**config.mk**
```make
export PLATFORM = sky130hd
export DESIGN_NAME = arcade_io_top
export DESIGN_NICKNAME = d
export VERILOG_FILES = /design/src/design/arcade_pkg.sv /design/src/design/arcade_io_top.sv /design/src/design/video_output.sv /design/src/design/sigma_delta_dac.sv /design/src/design/control_mapper.sv /design/src/design/key_decoder.sv /design/src/design/ps2_receiver.sv
export SDC_FILE = /design/constraint.sdc
export NUM_CORES = 1
export LEC_CHECK = 0
export ABC_AREA = 1
export BUFFER_PORTS_ARGS = -buffer_cell sky130_fd_sc_hd__buf_4
export CELL_PAD_IN_SITES_DETAIL_PLACEMENT = 0
export CELL_PAD_IN_SITES_GLOBAL_PLACEMENT = 2
export CORE_MARGIN = 3
export CORE_UTILIZATION = 37
export CTS_CLUSTER_DIAMETER = 100
export DETAILED_ROUTE_END_ITERATION = 16
export GPL_TIMING_DRIVEN = 1
export PLACE_DENSITY_LB_ADDON = 0.1
export SYNTH_ARGS = -nofsm -noshare
export SYNTH_HDL_FRONTEND = slang
export SYNTH_HIERARCHICAL = 1
export SYNTH_SLANG_ARGS = --single-unit
```
**constraint.sdc**
```tcl
create_clock -name clock_48 -period 3.23 [get_ports clock_48]
set_clock_uncertainty 0.2 [all_clocks]
set_input_delay 0.1615 -clock clock_48 [delete_from_list [all_inputs] [get_ports clock_48]]
set_output_delay 0.1615 -clock clock_48 [all_outputs]
set_load 0.05 [all_outputs]
```
**src/design/arcade_pkg.sv**
```systemverilog
package arcade_pkg;

	// ####################
	// widths and payload types
	// ####################
	localparam int CTRL_W     = 8;
	localparam int CTRL_IDX_W = $clog2(CTRL_W);
	localparam int AUDIO_W    = 13;
	localparam int DAC_ACC_W  = AUDIO_W + 1;
	localparam int COLOR_W    = 3;
	localparam int BLUE_W     = 2;
	localparam int VGA_W      = 6;

	typedef logic [7:0]         scan_code_t;
	typedef logic [CTRL_W-1:0]  control_word_t;
	typedef logic [AUDIO_W-1:0] audio_sample_t;
	typedef logic [COLOR_W-1:0] game_color_t;
	typedef logic [VGA_W-1:0]   vga_level_t;

	// keyboard word bit positions
	localparam int KB_FIRE   = 0;
	localparam int KB_START1 = 1;
	localparam int KB_START2 = 2;
	localparam int KB_COIN   = 3;
	localparam int KB_UP     = 4;
	localparam int KB_DOWN   = 5;
	localparam int KB_LEFT   = 6;
	localparam int KB_RIGHT  = 7;

	// joystick word bit positions, as the configuration link packs them
	localparam int JOY_RIGHT = 0;
	localparam int JOY_LEFT  = 1;
	localparam int JOY_DOWN  = 2;
	localparam int JOY_UP    = 3;
	localparam int JOY_FIRE  = 4;

	// ####################
	// PS/2 scan codes
	// ####################
	localparam scan_code_t SC_BREAK    = 8'hF0;
	localparam scan_code_t SC_EXTENDED = 8'hE0;
	localparam scan_code_t SC_SPACE    = 8'h29;
	localparam scan_code_t SC_F1       = 8'h05;
	localparam scan_code_t SC_F2       = 8'h06;
	localparam scan_code_t SC_F3       = 8'h04;
	localparam scan_code_t SC_UP       = 8'h75;
	localparam scan_code_t SC_DOWN     = 8'h72;
	localparam scan_code_t SC_LEFT     = 8'h6B;
	localparam scan_code_t SC_RIGHT    = 8'h74;

	// PS/2 line indices and frame timing
	localparam int PS2_CLK_LINE      = 0;
	localparam int PS2_DATA_LINE     = 1;
	localparam int PS2_FRAME_BITS    = 11;
	localparam int PS2_BIT_CNT_W     = 4;
	localparam int PS2_FILTER_CYCLES = 8;
	localparam int PS2_FILTER_W      = $clog2(PS2_FILTER_CYCLES);
	localparam int PS2_IDLE_TIMEOUT  = 4096;
	localparam int PS2_IDLE_W        = $clog2(PS2_IDLE_TIMEOUT);

endpackage
```
**src/design/arcade_io_top.sv**
```systemverilog
`timescale 1ns/100ps

module arcade_io_top (
	input  logic                      clock_48,
	input  logic                      arst_n,
	input  logic                      ps2_kbd_clk,
	input  logic                      ps2_kbd_data,
	input  arcade_pkg::control_word_t joystick_0,
	input  arcade_pkg::control_word_t joystick_1,
	input  logic                      rotate,
	input  arcade_pkg::audio_sample_t audio_in,
	input  arcade_pkg::game_color_t   video_r,
	input  arcade_pkg::game_color_t   video_g,
	input  logic [1:0]                video_b,
	input  logic                      hblank,
	input  logic                      vblank,
	input  logic                      hs,
	input  logic                      vs,
	output logic                      up,
	output logic                      down,
	output logic                      left,
	output logic                      right,
	output logic                      fire,
	output logic                      start1,
	output logic                      start2,
	output logic                      coin,
	output logic                      audio_out,
	output arcade_pkg::vga_level_t    vga_r,
	output arcade_pkg::vga_level_t    vga_g,
	output arcade_pkg::vga_level_t    vga_b,
	output logic                      vga_hs,
	output logic                      vga_vs,
	output logic                      frame_error
);
	import arcade_pkg::*;

	scan_code_t    code;
	logic          code_valid;
	control_word_t kbjoy;

	// ####################
	// keyboard path
	// ####################
	ps2_receiver ps2_receiver (
		.clock_48     (clock_48),
		.arst_n       (arst_n),
		.ps2_kbd_clk  (ps2_kbd_clk),
		.ps2_kbd_data (ps2_kbd_data),
		.code         (code),
		.code_valid   (code_valid),
		.frame_error  (frame_error)
	);

	key_decoder key_decoder (
		.clock_48   (clock_48),
		.arst_n     (arst_n),
		.code       (code),
		.code_valid (code_valid),
		.kbjoy      (kbjoy)
	);

	control_mapper control_mapper (
		.clock_48   (clock_48),
		.arst_n     (arst_n),
		.kbjoy      (kbjoy),
		.joystick_0 (joystick_0),
		.joystick_1 (joystick_1),
		.rotate     (rotate),
		.up         (up),
		.down       (down),
		.left       (left),
		.right      (right),
		.fire       (fire),
		.start1     (start1),
		.start2     (start2),
		.coin       (coin)
	);

	// ####################
	// audio and video outputs
	// ####################
	sigma_delta_dac sigma_delta_dac (
		.clock_48  (clock_48),
		.arst_n    (arst_n),
		.audio_in  (audio_in),
		.audio_out (audio_out)
	);

	video_output video_output (
		.clock_48 (clock_48),
		.arst_n   (arst_n),
		.video_r  (video_r),
		.video_g  (video_g),
		.video_b  (video_b),
		.hblank   (hblank),
		.vblank   (vblank),
		.hs       (hs),
		.vs       (vs),
		.vga_r    (vga_r),
		.vga_g    (vga_g),
		.vga_b    (vga_b),
		.vga_hs   (vga_hs),
		.vga_vs   (vga_vs)
	);

endmodule

```
**src/design/video_output.sv**
```systemverilog
`timescale 1ns/100ps

module video_output (
	input  logic                    clock_48,
	input  logic                    arst_n,
	input  arcade_pkg::game_color_t video_r,
	input  arcade_pkg::game_color_t video_g,
	input  logic [1:0]              video_b,
	input  logic                    hblank,
	input  logic                    vblank,
	input  logic                    hs,
	input  logic                    vs,
	output arcade_pkg::vga_level_t  vga_r,
	output arcade_pkg::vga_level_t  vga_g,
	output arcade_pkg::vga_level_t  vga_b,
	output logic                    vga_hs,
	output logic                    vga_vs
);
	import arcade_pkg::*;

	game_color_t blue_wide;
	logic        blank;

	// blue is two bits on the game side, the low bit fills the third
	assign blue_wide = {video_b, video_b[0]};
	assign blank     = hblank | vblank;

	// repeating each channel keeps full scale at full scale on the 6-bit DAC
	always_ff @(posedge clock_48 or negedge arst_n) begin
		if (!arst_n) begin
			vga_r  <= '0;
			vga_g  <= '0;
			vga_b  <= '0;
			vga_hs <= 1'b0;
			vga_vs <= 1'b0;
		end else begin
			vga_r  <= blank ? '0 : {video_r, video_r};
			vga_g  <= blank ? '0 : {video_g, video_g};
			vga_b  <= blank ? '0 : {blue_wide, blue_wide};
			vga_hs <= hs;
			vga_vs <= vs;
		end
	end

endmodule

```
**src/design/sigma_delta_dac.sv**
```systemverilog
`timescale 1ns/100ps

module sigma_delta_dac (
	input  logic                      clock_48,
	input  logic                      arst_n,
	input  arcade_pkg::audio_sample_t audio_in,
	output logic                      audio_out
);
	import arcade_pkg::*;

	logic [DAC_ACC_W-1:0] acc;
	logic [DAC_ACC_W-1:0] acc_next;

	// ####################
	// first-order modulator
	// ####################
	// the low bits carry the residue forward, the top bit is this cycle's carry
	assign acc_next = {1'b0, acc[AUDIO_W-1:0]} + {1'b0, audio_in};

	always_ff @(posedge clock_48 or negedge arst_n) begin
		if (!arst_n) begin
			acc <= '0;
		end else begin
			acc <= acc_next;
		end
	end

	// one carry per 2^13 of accumulated sample, so the ones density is sample/8192
	assign audio_out = acc[DAC_ACC_W-1];

endmodule

```
**src/design/control_mapper.sv**
```systemverilog
`timescale 1ns/100ps

module control_mapper (
	input  logic                      clock_48,
	input  logic                      arst_n,
	input  arcade_pkg::control_word_t kbjoy,
	input  arcade_pkg::control_word_t joystick_0,
	input  arcade_pkg::control_word_t joystick_1,
	input  logic                      rotate,
	output logic                      up,
	output logic                      down,
	output logic                      left,
	output logic                      right,
	output logic                      fire,
	output logic                      start1,
	output logic                      start2,
	output logic                      coin
);
	import arcade_pkg::*;

	logic src_up;
	logic src_down;
	logic src_left;
	logic src_right;
	logic src_fire;

	// any of the three sources can hold a direction
	assign src_up    = kbjoy[KB_UP] | joystick_0[JOY_UP] | joystick_1[JOY_UP];
	assign src_down  = kbjoy[KB_DOWN] | joystick_0[JOY_DOWN] | joystick_1[JOY_DOWN];
	assign src_left  = kbjoy[KB_LEFT] | joystick_0[JOY_LEFT] | joystick_1[JOY_LEFT];
	assign src_right = kbjoy[KB_RIGHT] | joystick_0[JOY_RIGHT] | joystick_1[JOY_RIGHT];
	assign src_fire  = kbjoy[KB_FIRE] | joystick_0[JOY_FIRE] | joystick_1[JOY_FIRE];

	// with rotate low the cabinet is turned a quarter, so the stick is remapped
	always_ff @(posedge clock_48 or negedge arst_n) begin
		if (!arst_n) begin
			up     <= 1'b0;
			down   <= 1'b0;
			left   <= 1'b0;
			right  <= 1'b0;
			fire   <= 1'b0;
			start1 <= 1'b0;
			start2 <= 1'b0;
			coin   <= 1'b0;
		end else begin
			up     <= rotate ? src_up : src_left;
			down   <= rotate ? src_down : src_right;
			left   <= rotate ? src_left : src_down;
			right  <= rotate ? src_right : src_up;
			fire   <= src_fire;
			start1 <= kbjoy[KB_START1];
			start2 <= kbjoy[KB_START2];
			coin   <= kbjoy[KB_COIN];
		end
	end

endmodule

```
**src/design/key_decoder.sv**
```systemverilog
`timescale 1ns/100ps

module key_decoder (
	input  logic                      clock_48,
	input  logic                      arst_n,
	input  arcade_pkg::scan_code_t    code,
	input  logic                      code_valid,
	output arcade_pkg::control_word_t kbjoy
);
	import arcade_pkg::*;

	logic                  release_pending;
	logic                  extended_pending;
	logic                  key_hit;
	logic [CTRL_IDX_W-1:0] key_idx;

	// ####################
	// scan code to key bit
	// ####################
	// arrow codes share values with the keypad, so they only count after E0
	always_comb begin
		key_hit = 1'b1;
		key_idx = '0;
		case (code)
			SC_SPACE: key_idx = CTRL_IDX_W'(KB_FIRE);
			SC_F1:    key_idx = CTRL_IDX_W'(KB_START1);
			SC_F2:    key_idx = CTRL_IDX_W'(KB_START2);
			SC_F3:    key_idx = CTRL_IDX_W'(KB_COIN);
			SC_UP: begin
				key_idx = CTRL_IDX_W'(KB_UP);
				key_hit = extended_pending;
			end
			SC_DOWN: begin
				key_idx = CTRL_IDX_W'(KB_DOWN);
				key_hit = extended_pending;
			end
			SC_LEFT: begin
				key_idx = CTRL_IDX_W'(KB_LEFT);
				key_hit = extended_pending;
			end
			SC_RIGHT: begin
				key_idx = CTRL_IDX_W'(KB_RIGHT);
				key_hit = extended_pending;
			end
			default: begin
				key_hit = 1'b0;
			end
		endcase
	end

	// ####################
	// prefix tracking and key state
	// ####################
	// a break of an arrow arrives as E0 F0 xx, so F0 leaves the extended flag alone
	always_ff @(posedge clock_48 or negedge arst_n) begin
		if (!arst_n) begin
			release_pending  <= 1'b0;
			extended_pending <= 1'b0;
			kbjoy            <= '0;
		end else if (code_valid) begin
			if (code == SC_BREAK) begin
				release_pending <= 1'b1;
			end else if (code == SC_EXTENDED) begin
				extended_pending <= 1'b1;
			end else begin
				if (key_hit) begin
					kbjoy[key_idx] <= ~release_pending;
				end
				release_pending  <= 1'b0;
				extended_pending <= 1'b0;
			end
		end
	end

endmodule

```
**src/design/ps2_receiver.sv**
```systemverilog
`timescale 1ns/100ps

module ps2_receiver (
	input  logic                   clock_48,
	input  logic                   arst_n,
	input  logic                   ps2_kbd_clk,
	input  logic                   ps2_kbd_data,
	output arcade_pkg::scan_code_t code,
	output logic                   code_valid,
	output logic                   frame_error
);
	import arcade_pkg::*;

	logic [1:0]               pins;
	logic [1:0]               sync_a;
	logic [1:0]               sync_b;
	logic [1:0]               filt;
	logic [PS2_FILTER_W-1:0]  stable_cnt [2];
	logic                     clk_prev;
	logic                     fall;
	logic [PS2_BIT_CNT_W-1:0] bit_cnt;
	logic                     last_bit;
	logic [9:0]               shift_q;
	logic [PS2_IDLE_W-1:0]    idle_cnt;
	logic                     frame_ok;

	assign pins = {ps2_kbd_data, ps2_kbd_clk};

	// ####################
	// line conditioning
	// ####################
	// both lines idle high, so the synchroniser and filter come out of reset at 1
	always_ff @(posedge clock_48 or negedge arst_n) begin
		if (!arst_n) begin
			sync_a <= '1;
			sync_b <= '1;
		end else begin
			sync_a <= pins;
			sync_b <= sync_a;
		end
	end

	// a line must disagree with its filtered level for the whole window to flip it
	always_ff @(posedge clock_48 or negedge arst_n) begin
		if (!arst_n) begin
			for (int i = 0; i < 2; i++) begin
				filt[i]       <= 1'b1;
				stable_cnt[i] <= '0;
			end
		end else begin
			for (int i = 0; i < 2; i++) begin
				if (sync_b[i] == filt[i]) begin
					stable_cnt[i] <= '0;
				end else if (stable_cnt[i] == PS2_FILTER_W'(PS2_FILTER_CYCLES - 1)) begin
					filt[i]       <= sync_b[i];
					stable_cnt[i] <= '0;
				end else begin
					stable_cnt[i] <= stable_cnt[i] + 1'b1;
				end
			end
		end
	end

	// ####################
	// frame assembly
	// ####################
	assign fall     = clk_prev & ~filt[PS2_CLK_LINE];
	assign last_bit = (bit_cnt == PS2_BIT_CNT_W'(PS2_FRAME_BITS - 1));

	// shift_q holds start in bit 0 and parity in bit 9 when the stop bit arrives
	assign frame_ok = ~shift_q[0] & (^shift_q[9:1]) & filt[PS2_DATA_LINE];

	always_ff @(posedge clock_48 or negedge arst_n) begin
		if (!arst_n) begin
			clk_prev    <= 1'b1;
			bit_cnt     <= '0;
			idle_cnt    <= '0;
			code_valid  <= 1'b0;
			frame_error <= 1'b0;
		end else begin
			clk_prev    <= filt[PS2_CLK_LINE];
			code_valid  <= 1'b0;
			frame_error <= 1'b0;
			if (fall) begin
				idle_cnt <= '0;
				if (last_bit) begin
					bit_cnt     <= '0;
					code_valid  <= frame_ok;
					frame_error <= ~frame_ok;
				end else begin
					bit_cnt <= bit_cnt + 1'b1;
				end
			end else if (bit_cnt != '0) begin
				// a keyboard that stops mid-frame leaves the counter parked
				if (idle_cnt == PS2_IDLE_W'(PS2_IDLE_TIMEOUT - 1)) begin
					bit_cnt     <= '0;
					idle_cnt    <= '0;
					frame_error <= 1'b1;
				end else begin
					idle_cnt <= idle_cnt + 1'b1;
				end
			end
		end
	end

	always_ff @(posedge clock_48) begin
		if (fall) begin
			shift_q <= {filt[PS2_DATA_LINE], shift_q[9:1]};
		end
		if (fall && last_bit) begin
			code <= shift_q[8:1];
		end
	end

endmodule

```
==> metrics.cfg <==
[synth]
ys.warnings.count = 6
synth_area_mm2 = 0.00478
ys_types = 37
synth_enable_flop_cells = 18
synth_top_area_share_pct = 34.6
synth_common_cells = sky130_fd_sc_hd__nand2_1 (167), sky130_fd_sc_hd__inv_1 (78), sky130_fd_sc_hd__dfrtp_1 (66)
synthesis.nets = 630
synth_seq_area_share_pct = 49.7
synth.area.top_cells = sky130_fd_sc_hd__dfrtp_1 (35%), sky130_fd_sc_hd__nand2_1 (13%), sky130_fd_sc_hd__edfxtp_1 (11%)
synth_largest_area_cell = sky130_fd_sc_hd__dfrtp_1
synth-seq-cells = 91
yosys.cell_count.top_type = sky130_fd_sc_hd__nand2_1
async_reset_ff_share_pct = 80.2
synthesis.area_per_instance_um2 = 8.50
synth_cells = 562
postSynth.topFlopCell = sky130_fd_sc_hd__dfrtp_1

[grt]
grtUsageTotal_pct = 13.9
grt_antenna_before_repair = 0
overflow = 0
pin_count_of_the_biggest_net_entering_global_routing = 74
wire_length_of_the_first_global_routing_pass_um = 16200
grt_pass1_vias = 3552

[setup_path]
data_required_time_at_the_worst_endpoint_ps = 3240
critPathArrivalTime_ps = 2190
worst-setup-path-type = in2reg
crit_path_end_kind = register
crit_fanout = 2
rrSetupSlack_ps = 1170
startpoint_type = primary input

[clock_tree]
cts_max_level = 3
cts_buffer_depth = 2
cts_resized = 0
path_clk_slew_ps = 70
cts_sinks = 91
tritoncts.num_buffers = 9
cts_setup_buffers = 0
clk_root_buffer_cell = sky130_fd_sc_hd__clkbuf_16
clock_insertion_delay_worst_skew_ps = 340
tritoncts = built

[run_status]
status = finished, final reports clean

[routing]
detailedRoute.firstPassIterationCount = 4
postRouteAntennaNets = 0
first_iter_violations = 152
via_count = 3710
wl_per_cell_um = 11.2
route.detailed.vias_per_inst = 4.44
route.detailed.drc = 0
drt_wl_total_um = 9340

[sta]
fin_crit_sh_pct = 67.5
fmax_ghz = 0.459
timing.final.hold_violations = 0
timing.final.setup_violations = 0
final-max-slew-violation-count = 0
slew_headroom_pct = 36.3
unrepaired_setup_endpoints_after_global_routing = false
max_slew.worst_pin.slew_ps = 955
worst_hold_slack_ps = 19.7
layout_min_cycle_time_ps = 2180
accumulated_negative_setup_slack_ps = 0

[pwr]
worst_supply_voltage_drop_on_vdd_uv = 407
p_sw_share_pct = 34.9
powerDensity_mw_per_mm2 = 702
static_leakage_nw = 3.17
share_comb_of_total_power_pct = 34.4
intPower_mw = 2.78
net-switching-power_mw = 1.49
pwr-share-seq_pct = 37.3
clkPwrFrac_pct = 28.2
power.total_mw = 4.27

[die]
floorplan.io_pins = 76
core-area_mm2 = 0.0123
placementRows = 40
chipHeight_um = 120
fp.dieArea_mm2 = 0.0143
start_util_pct = 38.8
die_width_um = 120

[finish]
insertedDiodeCount = 0
seq_area_mm2 = 0.00238
fillCellCount = 1182
final_net_count = 731
area_delta_synth_final_pct = 27.4
final_layout_size_suffix_gt1_share_pct = 21.4
multi_input_area_mm2 = 0.00192

[place]
number_of_buffers_added_on_ports = 69
gp_congestion = 0.737
place_hpwl_um = 6580

[flow_run]
max_cap_violations = 0

[worst_hold_path]
min_path_type = in2reg

cell type report:
| cell class | instances | share of cell area (%) |
|---|---|---|
| well taps | 168 | 3.45 |
| flip-flops and latches | 91 | 39.0 |
| repair buffers | 105 | 14.4 |
| clock buffers | 11 | 3.82 |
| inverters | 95 | 5.86 |
| multi-input cells | 361 | 31.6 |
| clock inverters | 5 | 1.81 |
kinds of logic (layout without fill, tap and decap cells):
| group | Yosys count | in the layout | synth area share [%] |
|---|---|---|---|
| DFF | 91 | 91 | 49.7 |
| AOI/OAI and AO/OA | 30 | 30 | 3.59 |
| adders and majority gates | 22 | 22 | 5.92 |
| and+or+nand+nor | 296 | 296 | 28.4 |
| xor gates and xnor gates | 13 | 13 | 2.38 |
| buffers and inverters | 110 | 216 | 10.1 |
layer usage:
metal  wire (µm)  track usage (%)  share of wire [%]
met3         383             2.73                4.1
met2        4340             22.2                 47
met4         119             5.15                1.3
met1        4490             18.7                 48
met5           0                0                  0
per-stage QoR:
step / util (%) / instances / worst slack (ps) / instance area [µm²]
2_1_floorplan: - / 562 / 1430 / 4780
4_1_cts: 49.4 / 836 / 1090 / 6090
3_5_place_dp: 43.7 / 784 / 1160 / 5380
3_3_place_gp: 43.7 / 784 / 1200 / 5380
6_report: 49.4 / 836 / 1050 / 6090
5_1_grt: 49.4 / 836 / 955 / 6090
power by group through the flow:
| stage | Combinational, mW | Sequential, mW | Clock [mW] |
|---|---|---|---|
| 2_1_floorplan | 1.10 | 1.64 | 0 |
| 3_3_place_gp | 1.44 | 1.61 | 0 |
| 3_5_place_dp | 1.46 | 1.62 | 0 |
| 4_1_cts | 1.50 | 1.60 | 1.25 |
| 5_1_grt | 1.72 | 1.63 | 1.30 |
| 6_report | 1.47 | 1.60 | 1.21 |
path summary, 6_finish.rpt:
kind	from	endpoint	depth (start not counted)
setup / recovery	joystick_0[0]	control_mapper/right	8
hold / removal	audio_in[6]	sigma_delta_dac/acc[6]	3
setup reg to reg	key_decoder/kbjoy[7]	control_mapper/right	6
hold reg to reg	ps2_receiver/sync_a[0]	ps2_receiver/sync_b[0]	0
max in group asynchronous	arst_n	ps2_receiver/idle_cnt[10]	2
min in group asynchronous	arst_n	sigma_delta_dac/acc[5]	2
sequential cells by signal (all words and copies together), names as in the netlist, 3 cells and up:
register,count
video_output/vga_r,3
key_decoder/kbjoy,8
video_output/vga_g,3
ps2_receiver/stable_cnt,6
ps2_receiver/idle_cnt,12
sigma_delta_dac/acc,14
ps2_receiver/shift_q,10
ps2_receiver/bit_cnt,4
ps2_receiver/code,8
cell usage in the layout (no fill, tap or decap), types with 3 or more instances in the layout:
master and count:
sky130_fd_sc_hd__nand2_1 167, sky130_fd_sc_hd__nand3_1 27, sky130_fd_sc_hd__dlygate4sd3_1 36, sky130_fd_sc_hd__nand4_1 15
sky130_fd_sc_hd__dfstp_2 7, sky130_fd_sc_hd__bufinv_16 3, sky130_fd_sc_hd__nand2_2 10, sky130_fd_sc_hd__ha_1 21
sky130_fd_sc_hd__nor2_4 3, sky130_fd_sc_hd__nor2_2 11, sky130_fd_sc_hd__a21oi_1 14, sky130_fd_sc_hd__inv_1 78
sky130_fd_sc_hd__o21ai_0 4, sky130_fd_sc_hd__nor3_1 8, sky130_fd_sc_hd__clkbuf_16 9, sky130_fd_sc_hd__xor2_1 10
sky130_fd_sc_hd__nand2_4 3, sky130_fd_sc_hd__dfrtp_1 66, sky130_fd_sc_hd__inv_2 16, sky130_fd_sc_hd__nor2_1 42
sky130_fd_sc_hd__edfxtp_1 18, sky130_fd_sc_hd__nand3_2 5, sky130_fd_sc_hd__o21ai_1 6, sky130_fd_sc_hd__xnor2_1 3
sky130_fd_sc_hd__buf_4 69
critical path, stage by stage:
cell and delay, ps:
sky130_fd_sc_hd__dlygate4sd3_1 540, sky130_fd_sc_hd__buf_4 130, sky130_fd_sc_hd__nor2_1 90, sky130_fd_sc_hd__nand2_1 60, sky130_fd_sc_hd__dlygate4sd3_1 570, sky130_fd_sc_hd__nand2_1 60, sky130_fd_sc_hd__nand2_1 40, sky130_fd_sc_hd__dlygate4sd3_1 540
repair_timing:
item | in CTS | in global routing
hold endpoints to repair | 85 | 0
endpoints found under the setup margin | 0 | 0
hold buffers | 36 | 0
Note: power is estimated with default switching activity, not from simulation.
